## config.mk

```make
export PLATFORM = sky130hd
export DESIGN_NAME = sdram_slot_mux
export DESIGN_NICKNAME = d
export VERILOG_FILES = /design/src/common/sdram_map_pkg.sv /design/src/common/sdram_bus_pkg.sv /design/src/verilog/slot_decode.sv /design/src/arbiter/slot_arbiter.sv /design/src/verilog/slot_return.sv /design/src/verilog/sdram_slot_mux.sv
export SDC_FILE = /design/constraint.sdc
export NUM_CORES = 1
export LEC_CHECK = 0
export BUFFER_PORTS_ARGS = -buffer_cell sky130_fd_sc_hd__buf_2
export CAP_MARGIN = 10
export CORE_MARGIN = 8
export CORE_UTILIZATION = 52
export DETAILED_ROUTE_END_ITERATION = 10
export PLACE_DENSITY = 0.87
export SLEW_MARGIN = 5
export SYNTH_ARGS = -nofsm -noshare
export SYNTH_HDL_FRONTEND = slang
export SYNTH_HIERARCHICAL = 1
export SYNTH_SLANG_ARGS = --single-unit
export TNS_END_PERCENT = 50
```

## constraint.sdc

```tcl
create_clock -name clk -period 4.7 [get_ports clk]
set_input_delay 0.235 -clock clk [delete_from_list [all_inputs] [get_ports clk]]
set_output_delay 0.235 -clock clk [all_outputs]
set_load 0.02 [all_outputs]
```

## src/common/sdram_map_pkg.sv

```systemverilog
package sdram_map_pkg;

    // Slot order doubles as priority, lowest index wins
    typedef enum logic [2:0] {
        slot_vram_dma = 3'd0,
        slot_gfx      = 3'd1,
        slot_main_ram = 3'd2,
        slot_main_rom = 3'd3,
        slot_snd      = 3'd4
    } slot_id_t;

    localparam int NUM_SLOTS = 5;

    // SDRAM side
    localparam int SDRAM_AW = 22;   // Word address
    localparam int SDRAM_DW = 32;
    localparam int WR_DW    = 16;

    // Region bases, in words
    localparam logic [SDRAM_AW-1:0] SOUND_OFFSET = 22'h00_0000;
    localparam logic [SDRAM_AW-1:0] RAM_OFFSET   = 22'h20_0000;
    localparam logic [SDRAM_AW-1:0] VRAM_OFFSET  = 22'h30_0000;
    localparam logic [SDRAM_AW-1:0] GFX_OFFSET   = 22'h00_0000;

    // Bank codes
    localparam logic [1:0] BANK_CPU = 2'd1;  // Main CPU ROM
    localparam logic [1:0] BANK_GFX = 2'd2;  // Graphics ROM
    localparam logic [1:0] BANK_SND = 2'd0;  // Sound ROM, work RAM and VRAM

    // Client address widths
    localparam int ROM_AW = 21;
    localparam int RAM_AW = 17;
    localparam int GFX_AW = 22;
    localparam int SND_AW = 16;
    localparam int DMA_AW = 17;

    // Client data widths
    localparam int ROM_DW = 16;
    localparam int RAM_DW = 16;
    localparam int GFX_DW = 32;
    localparam int SND_DW = 8;
    localparam int DMA_DW = 16;

endpackage

```

## src/common/sdram_bus_pkg.sv

```systemverilog
package sdram_bus_pkg;

    import sdram_map_pkg::*;

    typedef enum logic {
        op_read  = 1'b0,
        op_write = 1'b1
    } sdram_op_t;

    typedef enum logic [1:0] {
        st_idle      = 2'd0,
        st_wait_ack  = 2'd1,
        st_wait_data = 2'd2
    } arb_state_t;

    // One decoded client request, region offset already applied
    typedef struct packed {
        logic [SDRAM_AW-1:0] addr;
        logic [1:0]          bank;
        sdram_op_t           op;
        logic [1:0]          wrmask;  // Active low byte lanes
        logic [WR_DW-1:0]    din;
    } slot_cmd_t;

    // Command held toward the SDRAM controller
    typedef struct packed {
        logic [SDRAM_AW-1:0] addr;
        logic [1:0]          bank;
        sdram_op_t           op;
        logic [1:0]          wrmask;
        logic [WR_DW-1:0]    din;
    } sdram_cmd_t;

endpackage

```

## src/verilog/slot_decode.sv

```systemverilog
module slot_decode
    import sdram_map_pkg::*, sdram_bus_pkg::*;
(
    input  logic                  main_rom_cs,
    input  logic [ROM_AW-1:0]     main_rom_addr,
    input  logic                  main_ram_cs,
    input  logic                  main_vram_cs,
    input  logic [RAM_AW-1:0]     ram_addr,
    input  logic                  main_rnw,
    input  logic [WR_DW-1:0]      main_dout,
    input  logic [1:0]            dsn,
    input  logic                  gfx_cs,
    input  logic [GFX_AW-1:0]     gfx_addr,
    input  logic                  snd_cs,
    input  logic [SND_AW-1:0]     snd_addr,
    input  logic                  vram_dma_cs,
    input  logic [DMA_AW-1:0]     vram_dma_addr,
    input  logic [NUM_SLOTS-1:0]  hit,
    input  logic [NUM_SLOTS-1:0]  busy,
    output logic [NUM_SLOTS-1:0]  pending,
    output slot_cmd_t [NUM_SLOTS-1:0] cmd
);

    logic [NUM_SLOTS-1:0] cs;

    always_comb begin
        cs[slot_vram_dma] = vram_dma_cs;
        cs[slot_gfx]      = gfx_cs;
        cs[slot_main_ram] = main_ram_cs | main_vram_cs;
        cs[slot_main_rom] = main_rom_cs;
        cs[slot_snd]      = snd_cs;
    end

    // Already served or in flight slots stay quiet
    assign pending = cs & ~hit & ~busy;

    always_comb begin
        cmd = '0;   // Read slots carry no write data

        // VRAM DMA reads the same region the CPU sees as VRAM
        cmd[slot_vram_dma].addr = VRAM_OFFSET + SDRAM_AW'(vram_dma_addr);
        cmd[slot_vram_dma].bank = BANK_SND;
        cmd[slot_vram_dma].op   = op_read;

        cmd[slot_gfx].addr = GFX_OFFSET + SDRAM_AW'(gfx_addr);
        cmd[slot_gfx].bank = BANK_GFX;
        cmd[slot_gfx].op   = op_read;

        // Work RAM and VRAM sit above the sound data in bank 0
        cmd[slot_main_ram].addr   = (main_ram_cs ? RAM_OFFSET : VRAM_OFFSET)
                                  + SDRAM_AW'(ram_addr);
        cmd[slot_main_ram].bank   = BANK_SND;
        cmd[slot_main_ram].op     = main_rnw ? op_read : op_write;
        cmd[slot_main_ram].wrmask = main_rnw ? 2'b00 : dsn;
        cmd[slot_main_ram].din    = main_dout;

        cmd[slot_main_rom].addr = SDRAM_AW'(main_rom_addr);  // CPU ROM starts bank 1
        cmd[slot_main_rom].bank = BANK_CPU;
        cmd[slot_main_rom].op   = op_read;

        cmd[slot_snd].addr = SOUND_OFFSET + SDRAM_AW'(snd_addr);
        cmd[slot_snd].bank = BANK_SND;
        cmd[slot_snd].op   = op_read;
    end

endmodule

```

## src/arbiter/slot_arbiter.sv

```systemverilog
module slot_arbiter
    import sdram_map_pkg::*, sdram_bus_pkg::*;
(
    input  logic                      clk,
    input  logic                      rst_n,
    input  logic [NUM_SLOTS-1:0]      pending,
    input  slot_cmd_t [NUM_SLOTS-1:0] cmd,
    input  logic                      sdram_ack,
    input  logic                      data_rdy,
    input  logic [SDRAM_DW-1:0]       data_read,
    output logic [NUM_SLOTS-1:0]      busy,
    output logic                      done,
    output slot_id_t                  done_slot,
    output logic [SDRAM_DW-1:0]       done_data,
    output logic                      sdram_req,
    output logic [SDRAM_AW-1:0]       sdram_addr,
    output logic [1:0]                sdram_bank,
    output logic                      sdram_rnw,
    output logic [1:0]                sdram_wrmask,
    output logic [WR_DW-1:0]          data_write
);

    arb_state_t state;
    slot_id_t   sel;
    slot_id_t   pick;
    logic       any_pending;
    sdram_cmd_t cmd_q;

    // Scan from the bottom so the lowest pending index is kept
    always_comb begin
        pick        = slot_snd;
        any_pending = 1'b0;
        for (int i = NUM_SLOTS - 1; i >= 0; i--) begin
            if (pending[i]) begin
                pick        = slot_id_t'(i);
                any_pending = 1'b1;
            end
        end
    end

    always_ff @(posedge clk) begin
        if (!rst_n) begin
            state <= st_idle;
            sel   <= slot_vram_dma;
        end else begin
            case (state)
                st_idle: begin
                    if (any_pending) begin
                        state <= st_wait_ack;
                        sel   <= pick;
                    end
                end
                st_wait_ack: begin
                    if (sdram_ack) state <= st_wait_data;
                end
                st_wait_data: begin
                    if (data_rdy) state <= st_idle;  // Ends writes too
                end
                default: state <= st_idle;
            endcase
        end
    end

    // Command frozen for the whole access
    always_ff @(posedge clk) begin
        if (state == st_idle && any_pending) begin
            cmd_q <= sdram_cmd_t'(cmd[pick]);
        end
    end

    always_comb begin
        busy = '0;
        if (state != st_idle) busy[sel] = 1'b1;
    end

    assign sdram_req    = state == st_wait_ack;
    assign sdram_addr   = cmd_q.addr;
    assign sdram_bank   = cmd_q.bank;
    assign sdram_rnw    = cmd_q.op == op_read;
    assign sdram_wrmask = cmd_q.wrmask;
    assign data_write   = cmd_q.din;

    assign done      = state == st_wait_data && data_rdy;
    assign done_slot = sel;
    // A write hands back its own word so the client sees it on ok
    assign done_data = cmd_q.op == op_write ? SDRAM_DW'(cmd_q.din) : data_read;

endmodule

```

## src/verilog/slot_return.sv

```systemverilog
module slot_return
    import sdram_map_pkg::*;
(
    input  logic                  clk,
    input  logic                  rst_n,
    input  logic                  main_rom_cs,
    input  logic [ROM_AW-1:0]     main_rom_addr,
    input  logic                  main_ram_cs,
    input  logic                  main_vram_cs,
    input  logic [RAM_AW-1:0]     ram_addr,
    input  logic                  gfx_cs,
    input  logic [GFX_AW-1:0]     gfx_addr,
    input  logic                  snd_cs,
    input  logic [SND_AW-1:0]     snd_addr,
    input  logic                  vram_dma_cs,
    input  logic [DMA_AW-1:0]     vram_dma_addr,
    input  logic                  done,
    input  slot_id_t              done_slot,
    input  logic [SDRAM_DW-1:0]   done_data,
    output logic [NUM_SLOTS-1:0]  hit,
    output logic [ROM_DW-1:0]     main_rom_data,
    output logic                  main_rom_ok,
    output logic [RAM_DW-1:0]     main_ram_data,
    output logic                  main_ram_ok,
    output logic [GFX_DW-1:0]     gfx_data,
    output logic                  gfx_ok,
    output logic [SND_DW-1:0]     snd_data,
    output logic                  snd_ok,
    output logic [DMA_DW-1:0]     vram_dma_data,
    output logic                  vram_dma_ok
);

    logic [NUM_SLOTS-1:0] cs;
    logic [SDRAM_AW-1:0]  key    [NUM_SLOTS];
    logic [SDRAM_AW-1:0]  key_q  [NUM_SLOTS];
    logic [SDRAM_DW-1:0]  data_q [NUM_SLOTS];
    logic [NUM_SLOTS-1:0] valid_q;

    always_comb begin
        cs[slot_vram_dma]  = vram_dma_cs;
        cs[slot_gfx]       = gfx_cs;
        cs[slot_main_ram]  = main_ram_cs | main_vram_cs;
        cs[slot_main_rom]  = main_rom_cs;
        cs[slot_snd]       = snd_cs;
        key[slot_vram_dma] = SDRAM_AW'(vram_dma_addr);
        key[slot_gfx]      = gfx_addr;
        key[slot_main_ram] = SDRAM_AW'({main_ram_cs, ram_addr});  // RAM and VRAM differ
        key[slot_main_rom] = SDRAM_AW'(main_rom_addr);
        key[slot_snd]      = SDRAM_AW'(snd_addr);
    end

    // Entry dropped once the client lets go of cs
    always_ff @(posedge clk) begin
        if (!rst_n) begin
            valid_q <= '0;
        end else begin
            for (int i = 0; i < NUM_SLOTS; i++) begin
                if (done && done_slot == slot_id_t'(i)) valid_q[i] <= 1'b1;
                else if (!cs[i]) valid_q[i] <= 1'b0;
            end
        end
    end

    always_ff @(posedge clk) begin
        if (done) begin
            key_q[done_slot]  <= key[done_slot];
            data_q[done_slot] <= done_data;
        end
    end

    always_comb begin
        for (int i = 0; i < NUM_SLOTS; i++) begin
            hit[i] = valid_q[i] & cs[i] & (key_q[i] == key[i]);
        end
    end

    assign main_rom_ok   = hit[slot_main_rom];
    assign main_ram_ok   = hit[slot_main_ram];
    assign gfx_ok        = hit[slot_gfx];
    assign snd_ok        = hit[slot_snd];
    assign vram_dma_ok   = hit[slot_vram_dma];

    assign main_rom_data = data_q[slot_main_rom][ROM_DW-1:0];
    assign main_ram_data = data_q[slot_main_ram][RAM_DW-1:0];
    assign gfx_data      = data_q[slot_gfx][GFX_DW-1:0];
    assign snd_data      = data_q[slot_snd][SND_DW-1:0];
    assign vram_dma_data = data_q[slot_vram_dma][DMA_DW-1:0];

endmodule

```

## src/verilog/sdram_slot_mux.sv

```systemverilog
module sdram_slot_mux
    import sdram_map_pkg::*, sdram_bus_pkg::*;
(
    input  logic                 clk,
    input  logic                 rst_n,
    // Main CPU
    input  logic                 main_rom_cs,
    input  logic [ROM_AW-1:0]    main_rom_addr,
    output logic [ROM_DW-1:0]    main_rom_data,
    output logic                 main_rom_ok,
    input  logic                 main_ram_cs,
    input  logic                 main_vram_cs,
    input  logic [RAM_AW-1:0]    ram_addr,
    input  logic                 main_rnw,
    input  logic [WR_DW-1:0]     main_dout,
    input  logic [1:0]           dsn,
    output logic [RAM_DW-1:0]    main_ram_data,
    output logic                 main_ram_ok,
    // Graphics, sound and DMA clients
    input  logic                 gfx_cs,
    input  logic [GFX_AW-1:0]    gfx_addr,
    output logic [GFX_DW-1:0]    gfx_data,
    output logic                 gfx_ok,
    input  logic                 snd_cs,
    input  logic [SND_AW-1:0]    snd_addr,
    output logic [SND_DW-1:0]    snd_data,
    output logic                 snd_ok,
    input  logic                 vram_dma_cs,
    input  logic [DMA_AW-1:0]    vram_dma_addr,
    output logic [DMA_DW-1:0]    vram_dma_data,
    output logic                 vram_dma_ok,
    // SDRAM controller
    output logic                 sdram_req,
    input  logic                 sdram_ack,
    output logic [SDRAM_AW-1:0]  sdram_addr,
    output logic [1:0]           sdram_bank,
    output logic                 sdram_rnw,
    output logic [1:0]           sdram_wrmask,
    output logic [WR_DW-1:0]     data_write,
    input  logic                 data_rdy,
    input  logic [SDRAM_DW-1:0]  data_read
);

    logic [NUM_SLOTS-1:0]      pending;
    logic [NUM_SLOTS-1:0]      busy;
    logic [NUM_SLOTS-1:0]      hit;
    slot_cmd_t [NUM_SLOTS-1:0] cmd;
    logic                      done;
    slot_id_t                  done_slot;
    logic [SDRAM_DW-1:0]       done_data;

    slot_decode i_slot_decode (
        .main_rom_cs   (main_rom_cs),
        .main_rom_addr (main_rom_addr),
        .main_ram_cs   (main_ram_cs),
        .main_vram_cs  (main_vram_cs),
        .ram_addr      (ram_addr),
        .main_rnw      (main_rnw),
        .main_dout     (main_dout),
        .dsn           (dsn),
        .gfx_cs        (gfx_cs),
        .gfx_addr      (gfx_addr),
        .snd_cs        (snd_cs),
        .snd_addr      (snd_addr),
        .vram_dma_cs   (vram_dma_cs),
        .vram_dma_addr (vram_dma_addr),
        .hit           (hit),
        .busy          (busy),
        .pending       (pending),
        .cmd           (cmd)
    );

    slot_arbiter i_slot_arbiter (
        .clk          (clk),
        .rst_n        (rst_n),
        .pending      (pending),
        .cmd          (cmd),
        .sdram_ack    (sdram_ack),
        .data_rdy     (data_rdy),
        .data_read    (data_read),
        .busy         (busy),
        .done         (done),
        .done_slot    (done_slot),
        .done_data    (done_data),
        .sdram_req    (sdram_req),
        .sdram_addr   (sdram_addr),
        .sdram_bank   (sdram_bank),
        .sdram_rnw    (sdram_rnw),
        .sdram_wrmask (sdram_wrmask),
        .data_write   (data_write)
    );

    slot_return i_slot_return (
        .clk           (clk),
        .rst_n         (rst_n),
        .main_rom_cs   (main_rom_cs),
        .main_rom_addr (main_rom_addr),
        .main_ram_cs   (main_ram_cs),
        .main_vram_cs  (main_vram_cs),
        .ram_addr      (ram_addr),
        .gfx_cs        (gfx_cs),
        .gfx_addr      (gfx_addr),
        .snd_cs        (snd_cs),
        .snd_addr      (snd_addr),
        .vram_dma_cs   (vram_dma_cs),
        .vram_dma_addr (vram_dma_addr),
        .done          (done),
        .done_slot     (done_slot),
        .done_data     (done_data),
        .hit           (hit),
        .main_rom_data (main_rom_data),
        .main_rom_ok   (main_rom_ok),
        .main_ram_data (main_ram_data),
        .main_ram_ok   (main_ram_ok),
        .gfx_data      (gfx_data),
        .gfx_ok        (gfx_ok),
        .snd_data      (snd_data),
        .snd_ok        (snd_ok),
        .vram_dma_data (vram_dma_data),
        .vram_dma_ok   (vram_dma_ok)
    );

endmodule

```

### Word level (Yosys, flattened, before mapping)

Memory sizes are Yosys's and may differ from the RTL's.
Cells that the tools add are included.

| word-level totals | value |
|---|---|
| bits in registers | 53 |
| RAM bits | 270 |
| bits of input ports | 154 |
| output and inout bits | 137 |
| word-level logic and storage cells | 106 |
| memories | 2 |

Memories:

| name | depth | width | read ports | clocked after memory_dff | write ports | RTL line | text |
|---|---|---|---|---|---|---|---|
| i_slot_return.data_q | 5 | 32 | 5 | 0 | 1 | slot_return.sv:36 | `logic [SDRAM_DW-1:0] data_q [NUM_SLOTS];` |
| i_slot_return.key_q | 5 | 22 | 5 | 0 | 1 | slot_return.sv:35 | `logic [SDRAM_AW-1:0] key_q [NUM_SLOTS];` |

| cells by class | value |
|---|---|
| add/subtract/negate cells | 2 |
| order comparisons | 4 |
| equality and inequality tests | 19 |
| muxes and demuxes | 37 |
| bitwise operators | 17 |
| reduce and logical (&&, ||, !) cells | 13 |

Operators with widths:

| kind | number |
|---|---|
| $bmux 43 s3 | 1 |
| $bmux 22 s3 | 1 |
| $mux 22 | 2 |
| $mux 43 | 1 |
| $mux 32 | 1 |
| $add 21x18->22 const A | 1 |
| $add 22x17->22 | 1 |
| $eq 22x16->1 | 1 |
| $eq 22x17->1 | 1 |
| $eq 22x18->1 | 1 |
| $eq 22x21->1 | 1 |
| $eq 22x22->1 | 1 |
| $mux 21 | 1 |
| $mux 1 | 19 |
| $ne 2x1->1 const B | 7 |
| $mux 3 | 4 |
| $and 1x1->1 | 10 |
| $and 5x5->5 | 2 |
| $not 5->5 | 2 |
| $logic_and 1x1->1 | 8 |
| $lt 3x4->1 const B | 2 |
| $mux 2 | 4 |
| $eq 3x2->1 const B | 2 |
| $pmux 2 s3 | 1 |
| 17 further kinds | 17 |

### Longest topological paths before layout

Gate-level depths: netlist of run 1.

| depth | value |
|---|---|
| depth after elaboration | 14 |
| mapped depth | 11 |
| gate-level depth less buffers | 8 |

### By module

Netlist of run 1, hierarchy kept.

By module, submodules not included:

| module | times used | cells each | area an instance (µm²) | seq. area each (µm²) |
|---|---|---|---|---|
| slot_return | 1 | 450 | 8059.0 | 6045.8 |
| slot_arbiter | 1 | 398 | 3619.7 | 1391.3 |
| slot_decode | 1 | 223 | 1675.4 | 0.0 |

### Least setup slack after synthesis of run 1

Ideal clock, no wire load.

| path | value |
|---|---|
| path type | register to register |
| start | register i_slot_arbiter.state[0] |
| end | memory i_slot_return.data_q[0][0] (enable) |
| setup time | 491 ps |
| data arrival time | 3695 ps |
| required time | 4209 ps |
| setup slack | 514 ps |
| cell stages (with the launch flop) | 5 |
| buffers on the path | 0 |
| clock period less this slack | 4186 ps |
| path through | dfxtp_1 -> nand2b_1 -> nor2_1 -> nor2b_1 -> nor3b_1 |

| between the ends | value |
|---|---|
| word-level cells in the longest chain between the ends | 4 |

RTL lines:

| what | RTL line | text |
|---|---|---|
| from (decl) | slot_arbiter.sv:23 | `arb_state_t state;` |
| from (signal assigned) | slot_arbiter.sv:43 | `state <= st_idle;` |
| from (signal assigned) | slot_arbiter.sv:49 | `state <= st_wait_ack;` |
| from (signal assigned) | slot_arbiter.sv:54 | `if (sdram_ack) state <= st_wait_data;` |
| $eq 2x2->1 | slot_arbiter.sv:83 | `assign done = state == st_wait_data && data_rdy;` |
| $logic_and 1x1->1 | slot_arbiter.sv:83 |  |
| net done | sdram_slot_mux.sv:48 | `logic done;` |
| $mux 1 | slot_return.sv:65 | `if (done) begin` |
| $mux 1 (not written as such) | slot_return.sv:67 | `data_q[done_slot] <= done_data;` |
| to (decl) | slot_return.sv:36 |  |

The timed path passes the listed nets, and every way through them passes these cells.

==> metrics.txt, run 1 <==
P&R area growth vs syn=8.34%; clock network power share=37.0%; Ys Warns=6; Yosys top cell by area=edfxtp_1; DR pass1 iterations=5; initial antenna violation count=6; I/O pins=291; multi-input logic area=4020 um^2; CTS tree=done; Slew HR=20.2%; number of synthesized flops with an enable pin=241; mean area per synthesized cell=12.5 um^2; PD cells=379 nW/um^2; vias in the first global route=8766; Max-cap violations=0; Critical Path Fanout Max=43; sw power=1380 uW; Hold Path Stages=2; RD Place Congestion=0.906; Post-Route WL=37200 um; Slew Limit Fails=0; post-DP HPWL=26200 um; Worst-path clk slew=0.06 ns; sequential cell area=7440 um^2; Yosys reg bits=251; IO buf count=290; drt first-iter violations=874; CP Class=reg2reg; fin crit period=3.76 ns; FFs w/ async S/R, synth=0%; routed len/inst=23.8 um; Synth area leaders=edfxtp_1, buf_4, o22ai_1; Reg-to-Reg Start=i_slot_return/key_q[0][16]; Cells after Synth=1071; Comb pwr share=14.7%; FP Rows=58; Worst EP required=5.01 ns; crit path launch type=register; RSZ-0062 raised after global routing=no; # hold bufs at CTS=6; hold worst-path end=i_slot_return/data_q[1][22]; Post CTS Setup Buffer Count=0; first-pass GRT wire length=54200 um; CORE AREA=25200 um^2; Net Sw Frac=25.2%; Post-DRT Antenna Nets=0; worst hold start=data_read[22]; R2R Setup Slk=0.94 ns; Final Hold Viols=0; crit path DAT=4.08 ns; most frequent cell after synthesis=buf_4; Total GRT Usage=23.0%; post-CTS resize count=0; measured slew at the worst slew-check pin=1.20 ns; DRC=0; most frequent cells after synthesis=buf_4, edfxtp_1, o22ai_1; Worst Hold Class=in2reg; reg2reg end=i_slot_arbiter/sdram_addr[4]; Fmax=266 MHz; pin count of the biggest net entering global routing=49; Cell variety after synth=54; leakage=0.00545 uW; outcome=finished clean; FILL cells=1970; Post-Syn Area=13400 um^2; sequential power share=48.3%; DIE WIDTH=176 um; CTS H-Tree Depth=1; Layout Skew=0.0245 ns; CTS Sinks=251; # nets final=1365; cts bufs inserted=26; total internal power=4100 uW; die area=31100 um^2; share of cells above drive strength 1=34.6%; CP Capture Type=register; sequential fraction of the synthesis area=55.7%; peak supply drop=0.285 mV; GRT overflow=0; DR vias/cell=5.58; via count=8712; top cell type's share of synthesized area=54.2%; starting density of the core=53.0%; Primary FF master, synth=edfxtp_1; Worst Reg-to-Reg Cells=10; maximum clock path buffer count=3; setup violators final=0; Clock Tree Root=clkbuf_16; Die Y=176 um; clk_lat worst skew=0.53 ns; setup TNS=0 ns; Final Hold Slack=0.0153 ns; Tcrit/Tclk final=80.1%
[cells in the final DEF (no fill, tap or decap), types with 3 or more instances in the layout]
cell type,netlist,layout
nand3_1,3,3
buf_4,260,19
dfxtp_1,10,10
o22ai_1,79,79
nand4_1,15,15
o21a_1,4,3
clkinv_1,4,10
nor3_1,6,6
mux2_2,17,17
nand2_1,23,23
buf_2,9,290
clkbuf_8,0,3
clkbuf_1,26,5
conb_1,2,102
nor4_1,17,17
clkbuf_16,0,27
dlygate4sd3_1,0,6
and2_0,3,3
nor3b_2,4,4
o21ai_0,14,14
xnor2_1,50,50
or2_2,34,34
a211oi_1,34,34
inv_1,21,21
mux2i_1,3,3
nor4b_1,4,4
xor2_1,44,44
nor2_1,44,43
o221ai_1,9,9
mux4_2,13,13
a21oi_1,21,21
mux4_1,4,4
nor2b_1,21,21
edfxtp_1,241,241
[per-stage QoR]
| step | power (uW) | cells | area, um^2 | worst slack, ns | util, % |
|---|---|---|---|---|---|
| 4_1_cts | 5500 | 1560 | 14500 | 1.05 | 57.4 |
| 3_5_place_dp | 3480 | 1507 | 13600 | 1.14 | 53.8 |
| 6_report | 5490 | 1562 | 14500 | 0.937 | 57.5 |
| 2_1_floorplan | 3370 | 1171 | 13700 | 0.514 | - |
| 5_1_grt | 5650 | 1562 | 14500 | 0.806 | 57.5 |
| 3_3_place_gp | 3450 | 1507 | 13600 | 1.16 | 53.8 |
[routing by layer]
metal  vias to the layer above  GRT usage (%)  wire [um]
met1                      4164           27.9      13300
met5                         -              0         50
met4                         8           11.1       1770
li1                       3828              -          -
met2                       592           38.2      18100
met3                       120           5.66       3930
[registers in the layout, summed over array words and instances (netlist names)]
signal / cells
i_slot_return/key_q: 110
i_slot_return/data_q: 88
i_slot_arbiter/sdram_addr: 22
i_slot_arbiter/data_write: 16
i_slot_return/valid_q: 5
i_slot_arbiter/done_slot: 3
i_slot_arbiter/sdram_bank: 2
i_slot_arbiter/sdram_wrmask: 2
i_slot_arbiter/state: 2
i_slot_arbiter/cmd_q: 1
[worst max path at each step]
stage	startpoint	endpoint	slack [ns]
after floorplan	i_slot_arbiter/state[0]	i_slot_return/data_q[0][0]	0.51
after global placement	vram_dma_addr[7]	i_slot_arbiter/sdram_addr[0]	1.16
after detailed placement	vram_dma_addr[7]	i_slot_arbiter/sdram_addr[4]	1.14
after CTS	i_slot_return/key_q[0][7]	i_slot_arbiter/sdram_addr[4]	1.05
after global routing	i_slot_return/key_q[0][16]	i_slot_arbiter/sdram_addr[4]	0.81
final	i_slot_return/key_q[0][16]	i_slot_arbiter/sdram_addr[4]	0.94
[layout make-up]
type / count / share of cell area [%]
sequential: 251 / 51.4
multi-input combinational: 591 / 27.8
timing repair buffer: 315 / 11.4
clock buffer: 35 / 5.09
tap: 330 / 2.85
clock inverter: 12 / 0.752
inverter: 26 / 0.675
antenna: 2 / 0.0346
[power groups by stage]
stage	Combinational, uW	Clock [uW]	Sequential [uW]
3_3_place_gp	759	0	2690
2_1_floorplan	687	0	2680
3_5_place_dp	788	0	2700
4_1_cts	797	2050	2650
6_report	804	2030	2650
5_1_grt	862	2130	2650
[cell families (layout without fill, tap and decap cells)]
family                    count (synthesis)  in the layout  share of synthesized area [%]
buffers and inverters                   329            388                           17.2
xor gates and xnor gates                 94             94                           6.17
muxes                                    37             37                           4.64
AOI/OAI and AO/OA                       170            170                           8.26
DFF                                     251            251                           55.7
and+or+nand+nor                         188            188                           7.96
other                                     2            104                         0.0562
[critical path, cell delays in order (launching register included)]
cell and delay (ns):
edfxtp_1 0.39, xor2_1 0.17, nor4_1 0.56, nand4_1 0.17, nor4_1 0.47, nor3b_2 0.13
buf_4 0.22, inv_2 0.52, buf_4 0.53, nor2_1 0.09, a211oi_1 0.25
Note: power is estimated with default switching activity, not from simulation.
==> run 2, diff against run 1 <==
- clock period: 4.7 -> 3.95 ns (I/O delays scaled with it)
==> metrics.txt, run 2 (synthesis results as in run 1) <==
outcome=finished clean; DR vias/cell=5.55 (-0.58%); CORE AREA=25200 um^2 (unchanged); vias in the first global route=8773 (+0.080%); Worst Reg-to-Reg Cells=9 (-1); Max Used Layer=met5; measured slew at the worst slew-check pin=1.11 ns (-0.0898 ns); WP depth=9 (-1); CTS tree=done; via count=8728 (+0.18%); Post-DRT Antenna Nets=0 (unchanged); routed len/inst=23.5 um (-1.4%); crit path cell chain=xor2_1 > nor4_1 > nand4_1 > nor4_1 > nor3b_2 > buf_4 > or3b_2 > o22ai_1 > a211oi_1; Reg-to-Reg Start=i_slot_return/key_q[0][16]; reg2reg end=i_slot_arbiter/sdram_addr[19]; RSZ-0062 raised after global routing=no; CP Buf/Inv Count=1 (-2); Total GRT Usage=22.8% (-0.26 points); Worst-path clk slew=0.07 ns (about the same); Clock Tree Root=clkbuf_16; RD Place Congestion=0.981 (+8.2%); max reg flops=110 (unchanged); peak supply drop=0.262 mV (-8.2%); CP dominant cell by count=nor4_1; DR pass1 iterations=5 (unchanged); # nets final=1376 (+0.81%); Fmax=277 MHz (+4.4%); Max-cap violations=0 (unchanged); CP Capture Type=register; CTS Sinks=251 (unchanged); Crit-path slowest cell=or3b_2; pin count of the biggest net entering global routing=49 (unchanged); I/O pins=291 (unchanged); Slew Limit Fails=0 (unchanged); most common cell after layout, fill and taps aside=buf_2; post-DP HPWL=26400 um (+0.67%); DRC=0 (unchanged); drt first-iter violations=1101 (+26%); critical path's largest stage delay=0.88 ns (+0.32 ns); Final Hold Viols=0 (unchanged); leakage=0.00548 uW (+0.56%); maximum clock path buffer count=3 (unchanged); CP top delay family=simple AND/OR/NAND/NOR gates; Die Y=176 um (unchanged); R2R Setup Slk=0.34 ns (-0.59 ns); post-CTS resize count=0 (unchanged); Critical Path Fanout Max=34 (-21%); post-placement cell area=13700 um^2 (+0.82%); cts bufs inserted=25 (-3.8%); met3 wire length=4210 um (+7.2%); share of cells above drive strength 1=34.3% (-0.33 points); setup violators final=0 (unchanged); initial antenna violation count=10 (+4); starting density of the core=53.0% (unchanged); WL met2=18100 um (+0.27%); Worst EP required=4.17 ns (-0.84 ns); IO buf count=290 (unchanged); CP Class=reg2reg; fin crit period=3.61 ns (-0.158 ns); FP Rows=58 (unchanged); Post-Route WL=36900 um (-0.64%); P&R area growth vs syn=9.17%; clk_lat worst skew=0.53 ns (about the same); Layout Skew=0.0275 ns (+0.00299 ns); Top reg by flops=i_slot_return/key_q; first-pass GRT wire length=53800 um (-0.80%); die area=31100 um^2 (unchanged); crit path DAT=3.83 ns (-0.25 ns); GRT overflow=0 (unchanged); crit path launch type=register; Post CTS Setup Buffer Count=0 (unchanged); most frequent cells in the layout=buf_2, edfxtp_1, conb_1; Tcrit/Tclk final=91.3% (+11 points); setup TNS=0 ns (unchanged); CTS H-Tree Depth=1 (unchanged); # hold bufs at CTS=12 (+6); DIE WIDTH=176 um (unchanged); Post-Route M1 WL=13100 um (-1.9%); worst setup path start=i_slot_return/key_q[0][16]; Slew HR=26.1% (+5.9 points); PD cells=437 nW/um^2 (+15%); Worst Hold Class=in2reg; fin area=14600 um^2 (+0.77%); CP Capture Point=i_slot_arbiter/sdram_addr[19]
## run 2: cell types whose count changed in the layout (fill, tap and decap cells not counted), sizes merged
cell         previous run  this run
clkinv                 13        18
buf                   309       313
dlygate4sd3             6        14
clkbuf                 35        27
diode                   2         5
## run 2: per-stage QoR
| stage | total power, uW | worst slack, ns | hold WS, ns | cells | util (%) |
|---|---|---|---|---|---|
| 5_1_grt | 6580 | 0.244 | 0.00371 | 1573 | 57.9 |
| 3_3_place_gp | 4120 | 0.535 | 0.486 | 1511 | 54.3 |
| 3_5_place_dp | 4160 | 0.495 | 0.492 | 1511 | 54.3 |
| 6_report | 6370 | 0.345 | 0.0222 | 1574 | 57.9 |
| 2_1_floorplan | 4010 | 0.175 | 0.315 | 1171 | - |
| 4_1_cts | 6390 | 0.490 | 0.000306 | 1567 | 57.8 |
## run 2: worst min-delay path by stage
stage / to / cells past startpoint / startpoint
after CTS: i_slot_return/data_q[1][26] / 2 / data_read[26]
after detailed placement: i_slot_return/valid_q[4] / 2 / i_slot_return/valid_q[4]
final: i_slot_return/data_q[1][16] / 2 / data_read[16]
after floorplan: i_slot_return/valid_q[0] / 1 / rst_n
after global routing: i_slot_return/data_q[1][16] / 2 / data_read[16]
after global placement: i_slot_return/data_q[1][22] / 2 / data_read[22]
## run 2: per-layer routing
layer | track usage, % | up-vias
met4 | 9.29 | 12
met5 | 0 | -
met3 | 5.83 | 109
li1 | - | 3849
met1 | 28.0 | 4200
met2 | 37.8 | 558
## run 2: cell type report
type | instances | area, um^2
fillers | 1990 | 10600
flip-flops and latches | 251 | 7440
multi-input cells | 591 | 4020
repair buffers | 327 | 1840
clock buffers | 27 | 633
well taps | 330 | 413
clock inverters | 17 | 124
inverters | 26 | 97.6
diodes | 5 | 12.5
## run 2: where the power goes
part / total, uW / leakage, uW / internal, uW / switching [uW]
registers: 3170 / 0.00228 / 3100 / 63.8
logic: 966 / 0.00283 / 365 / 601
clock network: 2240 / 0.000368 / 1280 / 965
==> run 3, diff against run 2 <==
- ABC_CLOCK_PERIOD_IN_PS: unset -> 3950
- CORE_UTILIZATION: 52 -> 48
- PLACE_DENSITY: 0.87 -> 0.82
- SKIP_LAST_GASP: unset -> 1
==> metrics.txt, run 3 (synthesis results as in run 1) <==
Worst EP required=4.21 ns (+0.04 ns); Worst-path clk slew=0.06 ns (about the same); Max-cap violations=0 (unchanged); CTS tree=done; CP Capture Type=register; P&R area growth vs syn=10.6%; Final Hold Viols=0 (unchanged); post-DP HPWL=27300 um (+3.4%); multi-input logic area=4020 um^2 (unchanged); Die Y=183 um (+3.7%); measured slew at the worst slew-check pin=0.997 ns (-0.110 ns); initial antenna violation count=5 (-5); Post CTS Setup Buffer Count=0 (unchanged); Crit-path slowest cell=or3b_2; sw power=1680 uW (+3.1%); RSZ-0062 raised after global routing=no; via count=8821 (+1.1%); post-CTS resize count=0 (unchanged); Clock Tree Root=clkbuf_16; Fmax=287 MHz (+3.5%); routed len/inst=23.2 um (-1.1%); most frequent cells in the layout=buf_2, edfxtp_1, conb_1; crit path cell chain=xor2_1 > nor4_1 > nand4_1 > nor4_1 > nor3b_2 > buf_4 > or3b_2 > o22ai_1 > a211oi_1; maximum clock path buffer count=3 (unchanged); critical path's largest stage delay=0.87 ns (about the same); Layout Skew=0.0244 ns (-0.00306 ns); sequential power share=48.1% (-1.6 points); clock network power share=37.2% (+2.0 points); Post-Route WL=37900 um (+2.5%); clk_lat worst skew=0.53 ns (about the same); starting density of the core=48.5% (-4.6 points); most common cell after layout, fill and taps aside=buf_2; DRC=0 (unchanged); CP Capture Point=i_slot_arbiter/data_write[13]; crit path DAT=3.74 ns (-0.09 ns); outcome=finished clean; Critical Path Fanout Max=34 (unchanged); # nets final=1386 (+0.73%); Net Sw Frac=25.5% (-0.11 points); CTS Sinks=251 (unchanged); DR pass1 iterations=8 (+3); Worst Hold Class=in2reg; sequential cell area=7440 um^2 (unchanged); CORE AREA=27600 um^2 (+9.4%); share of cells above drive strength 1=34.8% (+0.52 points); leakage=0.00556 uW (+1.3%); Comb pwr share=14.7% (-0.5 points); PD cells=447 nW/um^2 (+2.2%); FP Rows=61 (+5.2%); Post-DRT Antenna Nets=0 (unchanged); Reg-to-Reg Start=i_slot_return/key_q[0][16]; CTS H-Tree Depth=1 (unchanged); setup violators final=0 (unchanged); worst slack, placed=0.625 ns (+0.130 ns); fin crit period=3.48 ns (-0.122 ns); IO buf count=290 (unchanged); RD Place Congestion=0.954 (-2.7%); first-pass GRT wire length=55200 um (+2.8%); WP depth=9 (unchanged); R2R Setup Slk=0.47 ns (+0.12 ns); slack of the critical path=0.467 ns (+0.122 ns); I/O pins=291 (unchanged); CP Class=reg2reg; Slew HR=33.5% (+7.4 points); worst setup path start=i_slot_return/key_q[0][16]; CP dominant cell by count=nor4_1; total internal power=4920 uW (+3.8%); vias in the first global route=8967 (+2.2%); CP top delay family=simple AND/OR/NAND/NOR gates; Final Hold Slack=0.0267 ns (+0.00448 ns); Tcrit/Tclk final=88.2% (-3.1 points); CP Buf/Inv Count=1 (unchanged); reg2reg end=i_slot_arbiter/data_write[13]; FILL cells=2282 (+15%); drt first-iter violations=907 (-18%); DIE WIDTH=183 um (+3.7%); crit path launch type=register; peak supply drop=0.294 mV (+12%); Total GRT Usage=21.7% (-1.1 points); max reg flops=110 (unchanged); DR vias/cell=5.41 (-2.5%); die area=33400 um^2 (+7.6%); Top reg by flops=i_slot_return/key_q; Slew Limit Fails=0 (unchanged); GRT overflow=0 (unchanged); cts bufs inserted=27 (+8.0%); setup TNS=0 ns (unchanged); pin count of the biggest net entering global routing=47 (-4.1%); Worst Reg-to-Reg Cells=9 (unchanged)
-- run 3: cell count changes in the layout (fill, tap and decap cells not counted), moves of 2 or more --
cell	before	now
clkbuf_16	25	27
clkinv_1	15	9
buf_12	6	4
diode_2	5	1
dlygate4sd3_1	14	18
buf_4	17	23
clkinvlp_4	1	3
clkbuf_1	2	6
-- run 3: area by class of cell --
cell class	instances	share of cell area (%)
clock inverters	16	1.08
clock buffers	33	4.73
diodes	1	0.0169
inverters	26	0.661
repair buffers	335	12.8
multi-input cells	591	27.2
flip-flops and latches	251	50.3
well taps	378	3.20
-- run 3: layer usage --
| metal | share of wire, % | up-vias | global-route usage [%] |
|---|---|---|---|
| li1 | - | 3868 | - |
| met1 | 37 | 4286 | 25.9 |
| met2 | 49 | 540 | 37.2 |
| met3 | 10 | 119 | 5.86 |
| met4 | 3.6 | 8 | 7.87 |
| met5 | 0.15 | - | 0 |
-- run 3: power by group through the flow --
stage               registers [uW]  clock network (uW)  logic (uW)
CTS                           3170                2500         958
detailed placement            3230                   0         939
finish                        3170                2460         972
global placement              3230                   0         908
global route                  3180                2600        1040
floorplan                     3190                   0         818
-- run 3: worst min path at each step --
stage                                         from                    endpoint  slack, ns  cells after the start
after floorplan                              rst_n    i_slot_return/valid_q[0]       0.31                      1
after global placement    i_slot_return/valid_q[4]    i_slot_return/valid_q[4]       0.48                      2
after detailed placement  i_slot_return/valid_q[4]    i_slot_return/valid_q[4]       0.48                      2
after CTS                                 data_rdy     i_slot_arbiter/state[1]      0.008                      3
after global routing                  data_read[8]  i_slot_return/data_q[3][8]       0.02                      2
final                                     data_rdy     i_slot_arbiter/state[1]       0.03                      3
-- run 3: through the flow --
stage / utilization, % / cells / area [um^2] / power, uW
global route: 53.6 / 1631 / 14800 / 6820
CTS: 53.6 / 1630 / 14800 / 6630
detailed placement: 49.8 / 1563 / 13700 / 4170
floorplan: - / 1171 / 13700 / 4010
global placement: 49.8 / 1563 / 13700 / 4130
finish: 53.6 / 1631 / 14800 / 6600
-- run 3: what timing repair did --
item / in CTS / in global routing
hold buffers: 18 / 0
endpoints found under the hold margin: 19 / 0
endpoints found under the setup margin: 0 / 0
-- run 3: worst register-to-register path: cells and delay by family (launching register included) --
kind | cells | cell delay (ns)
flip-flops | 1 | 0.38
AO/OA/AOI/OAI | 2 | 0.43
XOR/XNOR | 1 | 0.17
AND/OR/NAND/NOR | 5 | 2.03
buffers and inverters | 1 | 0.22
